===== config.mk =====
export PLATFORM = sky130hd
export DESIGN_NAME = cacheline_adaptor
export DESIGN_NICKNAME = d
export VERILOG_FILES = /design/src/rtl/mem_hier_pkg.sv /design/src/rtl/cacheline_adaptor.sv
export SDC_FILE = /design/constraint.sdc
export NUM_CORES = 1
export LEC_CHECK = 0
export ABC_AREA = 1
export BUFFER_PORTS_ARGS = -buffer_cell sky130_fd_sc_hd__buf_2
export CAP_MARGIN = 40
export CORE_AREA = 2 2 279 281
export CTS_CLUSTER_SIZE = 12
export DETAILED_ROUTE_END_ITERATION = 6
export DIE_AREA = 0 0 281 283
export PLACE_DENSITY_LB_ADDON = 0.25
export SLEW_MARGIN = 5
export SYNTH_ARGS = -nofsm -noshare
export SYNTH_HDL_FRONTEND = slang
export SYNTH_SLANG_ARGS = --single-unit

===== constraint.sdc =====
create_clock -name clk -period 6.9 [get_ports clk]
set_input_delay 1.035 -clock clk [delete_from_list [all_inputs] [get_ports clk]]
set_output_delay 1.035 -clock clk [all_outputs]
set_load 0.03 [all_outputs]

===== src/rtl/mem_hier_pkg.sv =====
`default_nettype none

package mem_hier_pkg;

    localparam int ADDR_W   = 32;   // byte address
    localparam int WORD_W   = 32;   // client word
    localparam int MASK_W   = 4;    // one enable per byte
    localparam int LINE_W   = 256;  // eight words
    localparam int BURST_W  = 64;   // external beat
    localparam int BEATS    = 4;    // beats per line
    localparam int OFFSET_W = 5;    // byte offset inside a line

    // client side, word wide
    typedef struct packed {
        logic              read;
        logic              write;
        logic [ADDR_W-1:0] addr;
        logic [MASK_W-1:0] mask;
        logic [WORD_W-1:0] wdata;
    } word_req_t;

    typedef struct packed {
        logic              resp;
        logic [WORD_W-1:0] rdata;
    } word_rsp_t;

    // cache to memory, one full line per transfer
    typedef struct packed {
        logic              read;
        logic              write;
        logic [ADDR_W-1:0] addr;    // line aligned
        logic [LINE_W-1:0] wdata;
    } line_req_t;

    typedef struct packed {
        logic              resp;
        logic [LINE_W-1:0] rdata;
    } line_rsp_t;

    // external port, one beat per resp
    typedef struct packed {
        logic               read;
        logic               write;
        logic [ADDR_W-1:0]  addr;
        logic [BURST_W-1:0] wdata;
    } burst_req_t;

    typedef struct packed {
        logic               resp;
        logic [BURST_W-1:0] rdata;
    } burst_rsp_t;

endpackage

`default_nettype wire


===== src/rtl/cacheline_adaptor.sv =====
`default_nettype none
`timescale 1ns/1ns

module cacheline_adaptor
    import mem_hier_pkg::*;
(
    input  logic       clk,
    input  logic       rst,
    input  line_req_t  line_req_i,
    output line_rsp_t  line_rsp_o,
    output burst_req_t burst_req_o,
    input  burst_rsp_t burst_rsp_i
);

    localparam int CNT_W = $clog2(BEATS);

    typedef enum logic [1:0] {
        AD_IDLE,
        AD_BUSY,    // beats in flight
        AD_DONE     // line resp
    } ad_state_t;

    ad_state_t state;

    logic [CNT_W-1:0]  beat_cnt;
    logic [LINE_W-1:0] line_buf;
    logic              last_beat;

    assign last_beat = burst_rsp_i.resp && (beat_cnt == CNT_W'(BEATS - 1));

    always_ff @(posedge clk) begin
        if (rst) begin
            state    <= AD_IDLE;
            beat_cnt <= '0;
        end else begin
            case (state)
                AD_IDLE: begin
                    beat_cnt <= '0;
                    if (line_req_i.read || line_req_i.write) begin
                        state <= AD_BUSY;
                    end
                end
                AD_BUSY: begin
                    if (burst_rsp_i.resp) begin
                        beat_cnt <= beat_cnt + 1'b1;
                    end
                    if (last_beat) begin
                        state <= AD_DONE;
                    end
                end
                default: state <= AD_IDLE;
            endcase
        end
    end

    // one shift register for both directions
    // read beats enter at the top, write slices leave at the bottom
    always_ff @(posedge clk) begin
        if (state == AD_IDLE) begin
            line_buf <= line_req_i.wdata;
        end else if (state == AD_BUSY && burst_rsp_i.resp) begin
            line_buf <= {burst_rsp_i.rdata, line_buf[LINE_W-1:BURST_W]};
        end
    end

    always_comb begin
        burst_req_o.read  = (state == AD_BUSY) && line_req_i.read;
        burst_req_o.write = (state == AD_BUSY) && line_req_i.write;
        burst_req_o.addr  = line_req_i.addr;            // held by the arbiter
        burst_req_o.wdata = line_buf[BURST_W-1:0];      // current beat
    end

    always_comb begin
        line_rsp_o.resp  = (state == AD_DONE);
        line_rsp_o.rdata = line_buf;
    end

endmodule

`default_nettype wire


==> summary.txt <==
Synth
  • Main combinational cell family by area after synthesis: simple AND/OR/NAND/NOR gates
  • Syn avg cell area: 9.78 um^2
  • Syn Inst Count: 1,208
  • Xor and xnor fraction of the mapped netlist area: 0%
  • Synthesized Nets: 1,566
  • Synth Cell Area: 11,800 um^2
  • Portion of netlist area occupied by mux cells: 0%
  • Adder-cell share of the synthesized area: 0.106%
  • Part of the Yosys area used for sequential elements: 65.7%
  • Area share of and/or/nand/nor cells after synthesis: 24.9%
  • Synth Register Bits: 260
  • Synth Area in Compound Gates: 0.212%
  • Synth cell types: 16
  • Ys Warns: 0

Floorplan
  • # IOs: 712
  • Die Y: 283 um
  • DIE AREA: 79,500 um^2
  • # rows: 102
  • Die X: 281 um
  • Initial core utilization: 15.4%
  • Floorplan core area: 76,700 um^2

STA
  • Final worst slack: 4.07 ns
  • Relative slew margins: 31.7%
  • Setup Viol. Count Final: 0
  • Final slew viol count: 0
  • F_max: 0.353 GHz
  • Final Hold Viols: 0
  • Setup TNS Final: 0 ns
  • Worst-Margin Slew: 1.02 ns
  • RSZ-0062 raised after global routing: false
  • Final min period: 2.83 ns
  • Skew final: 0.0130 ns
  • Final period utilization: 41.0%

Worst hold path
  • Hold depth: 1
  • Hold Crit Class: reg -> reg

CTS
  • TritonCTS buffer count: 34
  • CTS tree: yes
  • Clock Latency Late Sink: 0.53 ns
  • Post-cts gate resize count: 0
  • Clock transition at the registers of the reported paths: 0.06 ns
  • CTS Sinks: 260
  • CTS Buffer Depth: 3
  • Root cell of the clock tree: clkbuf_16
  • Hold-fix buffers, CTS: 0
  • Clock H-tree levels: 2
  • Postcts setup bufs: 0

Placed design
  • Pre-CTS setup slack: 3.80 ns
  • HPWL Detailed: 32,100 um
  • Port bufs: 647
  • GPL Wtd Cong: 0.831

Detailed routing
  • Initial DRC Count: 426
  • Via count: 9,932
  • Avg Vias per Cell: 3.53
  • First-pass detailed-route iteration total: 6
  • Routed len/inst: 15.4 um
  • Final WL: 43,500 um
  • DRT antenna net count: 0
  • DRC violations left: 0

Cells and area
  • Layout Area Growth over Synthesis: 40.0%
  • Layout cells sized above 1: 39.7%
  • Most frequent cells in the layout: 771 x nand2_1, 647 x buf_2, 256 x edfxtp_1
  • Finished Core Util: 21.6%
  • Final net count: 2,105
  • Commonest non-fill, non-tap cell in the layout: nand2_1

Worst setup path
  • Most frequent CP cell: nand2_8
  • Slowest CP cell: buf_4
  • Crit path max fanout: 105
  • Worst stage delay on the critical path: 0.71 ns
  • CP Cell Sequence: inv_1 > nand2_8 > nand2_8 > buf_4
  • CP required: 7.04 ns
  • CP arrival: 2.97 ns
  • Startpoint Class: flop
  • R2R cell count: 4
  • Setup crit end kind: flop
  • Worst setup path class: reg -> reg

Global route
  • GRT overflow: 0
  • First-pass GRT wire length: 63,100 um
  • GRT Total Usage: 10.4%
  • Initial antenna violation count: 5
  • Number of global-route vias before repair: 10.1k
  • Largest net degree at the start of global routing: 164

Status
  • Outcome: complete, no violations

Power and ir drop
  • P per Cell Area: 314 nW/um^2
  • Overall power: 5.20 mW
  • P_leak: 8.16 nW
  • Maximum VDD drop: 0.125 mV

Flow run
  • Max_cap viols: 0
-- synth_stat cells --
| cell type | instances | area (um^2) |
|---|---|---|
| nand2_1 | 772 | 2900 |
| edfxtp_1 | 256 | 7690 |
| buf_4 | 110 | 826 |
| buf_2 | 39 | 195 |
| inv_1 | 7 | 26.3 |
| dfxtp_1 | 4 | 80.1 |
| nor2_1 | 4 | 15.0 |
| a21oi_1 | 3 | 15.0 |
| clkbuf_1 | 3 | 11.3 |
| nand3_1 | 3 | 15.0 |
| o21ai_0 | 2 | 10.0 |
| ha_1 | 1 | 12.5 |
| inv_2 | 1 | 3.75 |
| nand2_2 | 1 | 6.26 |
| nor2_2 | 1 | 6.26 |
| nor4_1 | 1 | 6.26 |
-- kinds of logic (layout without fill, tap and decap cells) --
| group | after synthesis | in the layout |
|---|---|---|
| flops | 260 | 260 |
| other cells | 0 | 4 |
| compound gates | 5 | 5 |
| simple gates | 782 | 782 |
| fa+ha+maj | 1 | 1 |
| buf+inv | 160 | 725 |
-- worst paths after layout --
kind                    start      endpoint  slack (ns)
setup reg to reg     state[1]  line_buf[15]        4.07
hold / removal    beat_cnt[0]   beat_cnt[0]        0.47
hold reg to reg   beat_cnt[0]   beat_cnt[0]        0.47
setup / recovery     state[1]  line_buf[15]        4.07
-- flip-flops by register name, indices dropped and copies added, names as in the netlist --
name and count:
beat_cnt 2, state 2, line_buf 256
-- stage by stage --
step                      hold slack [ns]  std cells  instance area (um^2)
after detailed placement            0.458       2751                 15500
final                               0.468       2817                 16500
after floorplan                     0.431       1208                 11800
after CTS                           0.468       2813                 16500
after global placement              0.452       2749                 15400
after global routing                0.512       2816                 16500
-- power breakdown --
group	internal [mW]	total, mW	switching, mW	leakage (nW)
clock	1.01	1.72	0.712	0.511
sequential	2.03	2.17	0.141	2.68
combinational	0.337	1.30	0.965	4.97
total	3.38	5.20	1.82	8.16
-- final cells by class --
| cell class | instances | area [um^2] |
|---|---|---|
| Inverter | 8 | 30.0 |
| Fill cell | 8546 | 60200 |
| Timing Repair Buffer | 655 | 3360 |
| Clock buffer | 45 | 956 |
| Sequential cell | 260 | 7770 |
| Clock inverter | 17 | 103 |
| Tap cell | 1040 | 1300 |
| Multi-Input combinational cell | 788 | 3020 |
| Antenna cell | 4 | 10.0 |
-- critical path, delay by kind of cell (launching register included) --
| kind | cells | cell delay [ns] |
|---|---|---|
| flip-flops | 1 | 0.34 |
| AND/OR/NAND/NOR | 2 | 1.04 |
| buffers and inverters | 2 | 0.92 |
-- metal layers --
metal  global-route usage, %  share of wire, %  vias up
met5                       0             0.030        -
met3                    2.99               7.9       63
met2                    18.2                49      398
li1                        -                 -     4854
met4                    3.41               2.6        2
met1                    12.1                40     4615
Note: power is estimated with default switching activity, not from simulation.
