### src/rtl/mem_hier_pkg.sv
`default_nettype none

package mem_hier_pkg;

    localparam int ADDR_W   = 32;   // byte address
    localparam int WORD_W   = 32;   // client word
    localparam int MASK_W   = 4;    // one enable per byte
    localparam int LINE_W   = 256;  // eight words
    localparam int BURST_W  = 64;   // external beat
    localparam int BEATS    = 4;    // beats per line
    localparam int OFFSET_W = 5;    // byte offset inside a line

    // client side, word wide
    typedef struct packed {
        logic              read;
        logic              write;
        logic [ADDR_W-1:0] addr;
        logic [MASK_W-1:0] mask;
        logic [WORD_W-1:0] wdata;
    } word_req_t;

    typedef struct packed {
        logic              resp;
        logic [WORD_W-1:0] rdata;
    } word_rsp_t;

    // cache to memory, one full line per transfer
    typedef struct packed {
        logic              read;
        logic              write;
        logic [ADDR_W-1:0] addr;    // line aligned
        logic [LINE_W-1:0] wdata;
    } line_req_t;

    typedef struct packed {
        logic              resp;
        logic [LINE_W-1:0] rdata;
    } line_rsp_t;

    // external port, one beat per resp
    typedef struct packed {
        logic               read;
        logic               write;
        logic [ADDR_W-1:0]  addr;
        logic [BURST_W-1:0] wdata;
    } burst_req_t;

    typedef struct packed {
        logic               resp;
        logic [BURST_W-1:0] rdata;
    } burst_rsp_t;

endpackage

`default_nettype wire

### src/rtl/mem_arbiter.sv
`default_nettype none
`timescale 1ns/1ns

module mem_arbiter
    import mem_hier_pkg::*;
(
    input  logic      clk,
    input  logic      rst,
    input  line_req_t i_req_i,
    output line_rsp_t i_rsp_o,
    input  line_req_t d_req_i,
    output line_rsp_t d_rsp_o,
    output line_req_t mem_req_o,
    input  line_rsp_t mem_rsp_i
);

    typedef enum logic [1:0] {
        GNT_IDLE,
        GNT_I,
        GNT_D
    } grant_t;

    grant_t grant, grant_nxt;

    logic i_pending;
    logic d_pending;

    assign i_pending = i_req_i.read || i_req_i.write;
    assign d_pending = d_req_i.read || d_req_i.write;

    always_comb begin
        grant_nxt = grant;
        case (grant)
            GNT_IDLE: begin
                if (d_pending) begin
                    grant_nxt = GNT_D;      // data side first
                end else if (i_pending) begin
                    grant_nxt = GNT_I;
                end
            end
            GNT_I, GNT_D: begin
                if (mem_rsp_i.resp) begin
                    grant_nxt = GNT_IDLE;   // rechoose next cycle
                end
            end
            default: grant_nxt = GNT_IDLE;
        endcase
    end

    always_ff @(posedge clk) begin
        if (rst) begin
            grant <= GNT_IDLE;
        end else begin
            grant <= grant_nxt;
        end
    end

    // request mux
    always_comb begin
        case (grant)
            GNT_I:   mem_req_o = i_req_i;
            GNT_D:   mem_req_o = d_req_i;
            default: mem_req_o = '0;
        endcase
    end

    // response goes back to the owner only
    always_comb begin
        i_rsp_o.rdata = mem_rsp_i.rdata;
        i_rsp_o.resp  = mem_rsp_i.resp && (grant == GNT_I);
        d_rsp_o.rdata = mem_rsp_i.rdata;
        d_rsp_o.resp  = mem_rsp_i.resp && (grant == GNT_D);
    end

endmodule

`default_nettype wire

### config.mk
export PLATFORM = sky130hd
export DESIGN_NAME = mem_arbiter
export DESIGN_NICKNAME = d
export VERILOG_FILES = /design/src/rtl/mem_hier_pkg.sv /design/src/rtl/mem_arbiter.sv
export SDC_FILE = /design/constraint.sdc
export NUM_CORES = 1
export LEC_CHECK = 0
export BUFFER_PORTS_ARGS = -buffer_cell sky130_fd_sc_hd__buf_2
export CORE_AREA = 5 5 630 632
export CTS_BUF_LIST = sky130_fd_sc_hd__clkbuf_4
export DETAILED_ROUTE_END_ITERATION = 12
export DIE_AREA = 0 0 635 637
export SLEW_MARGIN = 0
export SYNTH_ARGS = -nofsm -noshare
export SYNTH_HDL_FRONTEND = slang
export SYNTH_SLANG_ARGS = --single-unit
### constraint.sdc
create_clock -name clk -period 1.8 [get_ports clk]
set_clock_uncertainty 0.05 [all_clocks]
set_input_delay 0.36 -clock clk [delete_from_list [all_inputs] [get_ports clk]]
set_output_delay 0.36 -clock clk [all_outputs]
set_load 0.02 [all_outputs]
==> results.md, run 1 <==
- WS Path Type: flop to output port
- Tot Pwr: 0.01168 W
- Drt pass-1 iters: 6
- Biggest registers after layout: grant: 2 flops
- Hold Path Cell Cnt: 2
- Busiest grt layer: met2
- Syn_nets: 2049
- Crit Path Max Fanout: 7
- Vias: 14610
- Period utilization: 156.7%
- Post-DR wirelength/cell: 53.31 um
- Largest family of logic cells by synthesized area: buffers and inverters
- Critical-path top delay cell: a22oi_2
- # fillers: 46280
- Simple-gate share of the synthesized area: 21.23%
- Finished Layout Cells: 6948
- Share of the synthesized area in the top cell type: 46.17%
- Synth Instances: 1207
- CP max stage delay: 0.91 ns
- Mapped cell area: 0.008765 mm2
- Top cells by area, synth: buf_4 46%, a22oi_1 25%, nor2b_1 21%
- Sequential area share after synthesis: 0.4568%
- GRT Total Usage: 17.37%
- Initial antenna violation count: 376
- XOR/XNOR Fraction of Synth Area: 0%
- Setup crit start kind: flop
- Worst Tran Pin Value: 1.147 ns
- Placement Setup Slack: -1.171 ns
- Clock latency on the worst-skew pair: 0.22 ns
- Vias in the first global route: 12240
- Crit path to: mem_req_o[277]
- Avg Inst Size Synth: 7.262 um2
- Largest net degree at the start of global routing: 44
- Relative slew slack: 23.53%
- Die width: 635 um
- Failing checks: setup timing
- Die Height: 637 um
- Cell taking the most area after synthesis: buf_4
- WL final: 370.4 mm
- RSZ-0062 raised after global routing: true
- First-pass GRT wire length: 397.8 mm
- Synth Area in Compound Gates: 25.21%
- Largest Register: grant
- Root buffer cell: clkbuf_4
- Synthesis Warnings: 0
- Flip-flop count of the largest register after layout: 2
- Max VDD drop: 0.0003673 V
- Final setup vio count: 292
- # DRC: 0
- CP required: 1.39 ns
- Layout cell share with drive strength beyond 1: 96.30%
- TritonCTS clock tree: yes
- Reg2reg end: grant[1]
- Vias per cell: 2.102
- Max Cap Violations: 0
- CP most frequent cell: buf_16
- Total core area: 0.3908 mm2
- Hold Fails Final Rpt: 0
- HP Class: primary input to flop
- Layout Area Growth over Synthesis: 162.0%
- Worst reg-to-reg setup slack: 0.17 ns
- DP Wirelength: 348.9 mm
- Crit path time final: 2.820 ns
- Clock transition at path regs: 0.03 ns
- Placed cells: 6775
- Met2 usage in global routing: 28.17%
- Beginning of the critical path: grant[0]
- Worst EP arrival: 2.41 ns
- TritonCTS Buffers: 3
- Count of cell types in the netlist: 19
- Critical-path cell list: buf_6, ha_4, buf_16, buf_16, a22oi_2, nor2b_2, buf_12
- Congestion Overflow GR: 0
- NumNets Final: 2520
- M3 GR Usage: 22.01%
- Starting Density: 2.243%
- Post-CTS Hold Fix Bufs: 0
- Die area: 0.4045 mm2
- M1 GR Usage: 11.70%
- Setup ws final: -1.020 ns
- Mux contribution to synthesized area: 0%
- Sink Count: 2
- Antenna viol nets, final: 0
- Placer congestion estimate: 1.134
- Cell Pwr Density: 508.7 mW/mm2
- Max Slew Vio Count: 0
- Highest clock rate: 354.6 MHz
- FF-to-FF path depth: 7
- Reg-to-reg startpoint: grant[0]
- Count of standard-cell rows: 230
- Io pins: 1643
- Clock buffer depth: 2
- Yosys reg bits: 2
- 1st-iter DRT viols: 1105
- Endpoint class of the critical path: output port
- Synth Area in Adders: 0.4283%
- PortBufs: 874
- Leak: 6.948 nW
- Outcome: complete, but fails checks
- H-tree depth: 1
synth_stat cells:
cell type / count
nor2b_1: 290
or2b_1: 1
buf_2: 9
buf_6: 7
buf_4: 539
ha_1: 3
dfxtp_1: 2
o21ai_0: 2
and2_1: 2
nor2_1: 1
and2b_1: 1
clkbuf_8: 24
a22oi_1: 290
nor3b_1: 1
clkbuf_1: 29
inv_1: 2
nand3b_1: 1
a211oi_2: 1
a21oi_1: 2
logic make-up after synthesis:
| group | after synthesis |
|---|---|
| simple gates | 297 |
| flops | 2 |
| compound gates | 295 |
| buf+inv | 610 |
| fa+ha+maj | 3 |
metal layers:
metal  wire, um  vias up
met3      98850     1021
li1           -     4648
met2     165400     2694
met5       2579        -
met4      17380      251
met1      86130     5993
per-stage QoR:
stage               area, um2  setup TNS (ns)  util (%)  hold WS [ns]
global placement        18690         -103.90     4.782        0.5090
detailed placement      18740         -104.13     4.796        0.5125
global route            22880         -211.23     5.854        0.2640
CTS                     21310         -179.66     5.453        0.2629
finish                  22960         -196.82     5.876        0.2733
floorplan                9265               0         -        0.3746
layout make-up:
type | instances | area [um2] | area share (%)
diodes | 52 | 130.1 | 0.5667
clock buffers | 3 | 22.52 | 0.09808
inverters | 2 | 10.01 | 0.04359
multi-input cells | 595 | 6210 | 27.04
flip-flops and latches | 2 | 42.54 | 0.1853
well taps | 5220 | 6531 | 28.44
repair buffers | 1074 | 10020 | 43.62
timing repair:
item                       4_1_cts  5_1_grt
pin swaps                       40       48
gates cloned                    19       12
setup endpoints to repair      292      292
resized for setup              371      309
setup buffers                   46       54
worst max-delay path: cells and delay by family, from the launching register on:
family          cells  cell delay (ns)
buf+inv             4             0.60
simple gates        1             0.13
flops               1             0.32
fa+ha+maj           1             0.16
compound gates      1             0.91
where the power goes:
group          internal [W]  switching, W
clock network     0.0000733     0.0000236
logic               0.00528       0.00624
registers         0.0000528    0.00000716
worst min path at each step:
| stage | start | endpoint |
|---|---|---|
| after global placement | rst | grant[0] |
| after floorplan | rst | grant[0] |
| final | rst | grant[0] |
| after CTS | rst | grant[0] |
| after detailed placement | rst | grant[0] |
| after global routing | rst | grant[0] |
placed cells by master (no fill, tap or decap), drive strengths merged:
| master | instances |
|---|---|
| and2b | 1 |
| inv | 2 |
| nor2 | 1 |
| dfxtp | 2 |
| nor3b | 1 |
| o21ai | 2 |
| nor2b | 290 |
| buf | 1063 |
| a22oi | 290 |
| clkbuf | 14 |
| and2 | 2 |
| diode | 52 |
| a21oi | 2 |
| or2b | 1 |
| ha | 3 |
| a211oi | 1 |
| nand3b | 1 |
Note: power is estimated with default switching activity, not from simulation.
==> run 2: changes to the inputs <==
--- a/config.mk
+++ b/config.mk
@@ -12,2 +12,3 @@
 export DIE_AREA = 0 0 635 637
+export GPL_TIMING_DRIVEN = 0
 export SLEW_MARGIN = 0
==> constraint.sdc (replaced) <==
create_clock -name clk -period 1.8 [get_ports clk]
set_clock_uncertainty 0.05 [all_clocks]
set_input_delay 0.27 -clock clk [delete_from_list [all_inputs] [get_ports clk]]
set_output_delay 0.27 -clock clk [all_outputs]
set_load 0.02 [all_outputs]
==> results.md, run 2 (synthesis gave the netlist of run 1 again) <==
- First-pass GRT wire length: 410.0 mm (+3.1%)
- RSZ-0062 raised after global routing: true
- WS Path Type: flop to output port
- Critical-path cell list: inv_6, ha_4, buf_12, buf_12, a22oi_2, nor2b_1, buf_4
- Most frequent cells in the layout: 1122 x buf_2, 627 x buf_4, 197 x a22oi_2
- Min-Delay Startpoint: rst
- Congestion Overflow GR: 0 (unchanged)
- Largest net degree at the start of global routing: 11 (-75%)
- Reg-to-reg startpoint: grant[0]
- DP Wirelength: 362.3 mm (+3.8%)
- Beginning of the critical path: grant[0]
- CP max stage delay: 0.65 ns (-0.26 ns)
- Highest clock rate: 389.6 MHz (+9.9%)
- Cell Pwr Density: 533.9 mW/mm2 (+4.9%)
- Io pins: 1643 (unchanged)
- Vias per cell: 2.292 (+9.0%)
- Clock latency on the worst-skew pair: 0.23 ns (about the same)
- Layout Area Growth over Synthesis: 227.0%
- Setup ws final: -0.7668 ns (+0.2536 ns)
- Worst Tran Pin Value: 0.8683 ns (-0.2788 ns)
- Max VDD drop: 0.0002501 V (-32%)
- Die width: 635 um (unchanged)
- Root buffer cell: clkbuf_4
- Worst hold margin: 0.1999 ns (-0.07344 ns)
- Commonest non-fill, non-tap cell in the layout: buf_2
- Vias: 18470 (+26%)
- # DRC: 0 (unchanged)
- Initial antenna violation count: 469 (+25%)
- TritonCTS clock tree: yes
- Crit Path Max Fanout: 10 (+3)
- Antenna viol nets, final: 0 (unchanged)
- Finished Layout Cells: 8059 (+16%)
- NumNets Final: 3534 (+40%)
- H-tree depth: 1 (unchanged)
- Worst EP arrival: 2.25 ns (-0.16 ns)
- Leak: 11.33 nW (+63%)
- Final setup vio count: 292 (unchanged)
- Sink Count: 2 (unchanged)
- Relative slew slack: 42.12% (+19 points)
- CP required: 1.48 ns (+0.09 ns)
- Die Height: 637 um (unchanged)
- Starting Density: 2.243% (unchanged)
- 1st-iter DRT viols: 1467 (+33%)
- Max Slew Vio Count: 0 (unchanged)
- Critical-path top delay cell: a22oi_2
- Clock buffer depth: 2 (unchanged)
- Hold Fails Final Rpt: 0 (unchanged)
- Post-DR wirelength/cell: 47.13 um (-12%)
- Endpoint class of the critical path: output port
- Placer congestion estimate: 1.124 (-0.95%)
- Crit path time final: 2.567 ns (-0.2536 ns)
- Layout cell share with drive strength beyond 1: 91.26% (-5.0 points)
- WL final: 379.8 mm (+2.6%)
- Vias in the first global route: 15650 (+28%)
- Period utilization: 142.6% (-14 points)
- Die area: 0.4045 mm2 (unchanged)
- Biggest registers after layout: grant: 2 flops
- CP most frequent cell: buf_12
- Failing checks: setup timing
- Count of standard-cell rows: 230 (unchanged)
- Setup crit start kind: flop
- Outcome: complete, but fails checks
- HP Class: primary input to flop
- Fin util: 7.334% (+1.5 points)
- Largest Register: grant
- Drt pass-1 iters: 5 (-1)
- GRT Total Usage: 17.71% (+0.33 points)
- TritonCTS Buffers: 3 (unchanged)
- PortBufs: 1386 (+59%)
- Total core area: 0.3908 mm2 (unchanged)
- Clock transition at path regs: 0.03 ns (about the same)
- Placed cells: 7813 (+15%)
- Max Cap Violations: 0 (unchanged)
- Flip-flop count of the largest register after layout: 2 (unchanged)
-- run 2: final timing paths --
check	endpoint	slack [ns]	cells past startpoint
max	mem_req_o[190]	-0.77	7
min	grant[0]	0.20	2
max reg2reg	grant[1]	0.14	8
min reg2reg	grant[1]	0.48	2
-- run 2: area by class of cell --
| class | count | area [um2] |
|---|---|---|
| clock buffers | 3 | 22.52 |
| inverters | 2 | 15.01 |
| fillers | 46110 | 362100 |
| multi-input cells | 595 | 6130 |
| diodes | 149 | 372.9 |
| plain buffers | 602 | 5320 |
| repair buffers | 1486 | 10220 |
| well taps | 5220 | 6531 |
| flip-flops and latches | 2 | 47.55 |
-- run 2: layer usage --
layer  global-route usage (%)  share of wire (%)  vias to the layer above
li1                         -                  -                     6796
met1                    16.94                 33                     8209
met2                    28.45                 44                     2092
met3                    15.83                 19                     1051
met4                    3.583                3.6                      322
met5                   0.5554               0.65                        -
-- run 2: critical path: cells and delay by family (launching register included) --
kind                       cells  cell delay [ns]
and+or+nand+nor                1             0.13
buffers and inverters          4             0.61
AOI/OAI and AO/OA              1             0.65
adders and majority gates      1             0.19
DFF                            1             0.37
-- run 2: metrics by stage --
stage	setup WS [ns]	area (um2)	TNS, ns	total power [W]
4_1_cts	-0.7148	25000	-133.95	0.01296
5_1_grt	-0.7187	28420	-152.70	0.01584
3_5_place_dp	-1.479	22230	-246.39	0.01065
6_report	-0.7668	28660	-137.22	0.01530
2_1_floorplan	0.05654	8765	0	0.004778
3_3_place_gp	-1.429	22230	-233.78	0.01059
-- run 2: timing repair --
action / CTS / global route
resized for setup: 620 / 752
pin swaps: 20 / 27
hold buffers: 0 / 0
setup buffers: 31 / 48
setup endpoints to repair: 293 / 292
cloned: 10 / 20
-- run 2: power breakdown --
part,internal [W],switching [W],total [W]
clock network,0.0000737,0.0000273,0.000101
logic,0.00657,0.00856,0.0151
registers,0.0000534,0.0000125,0.0000658
total,0.00670,0.00860,0.0153
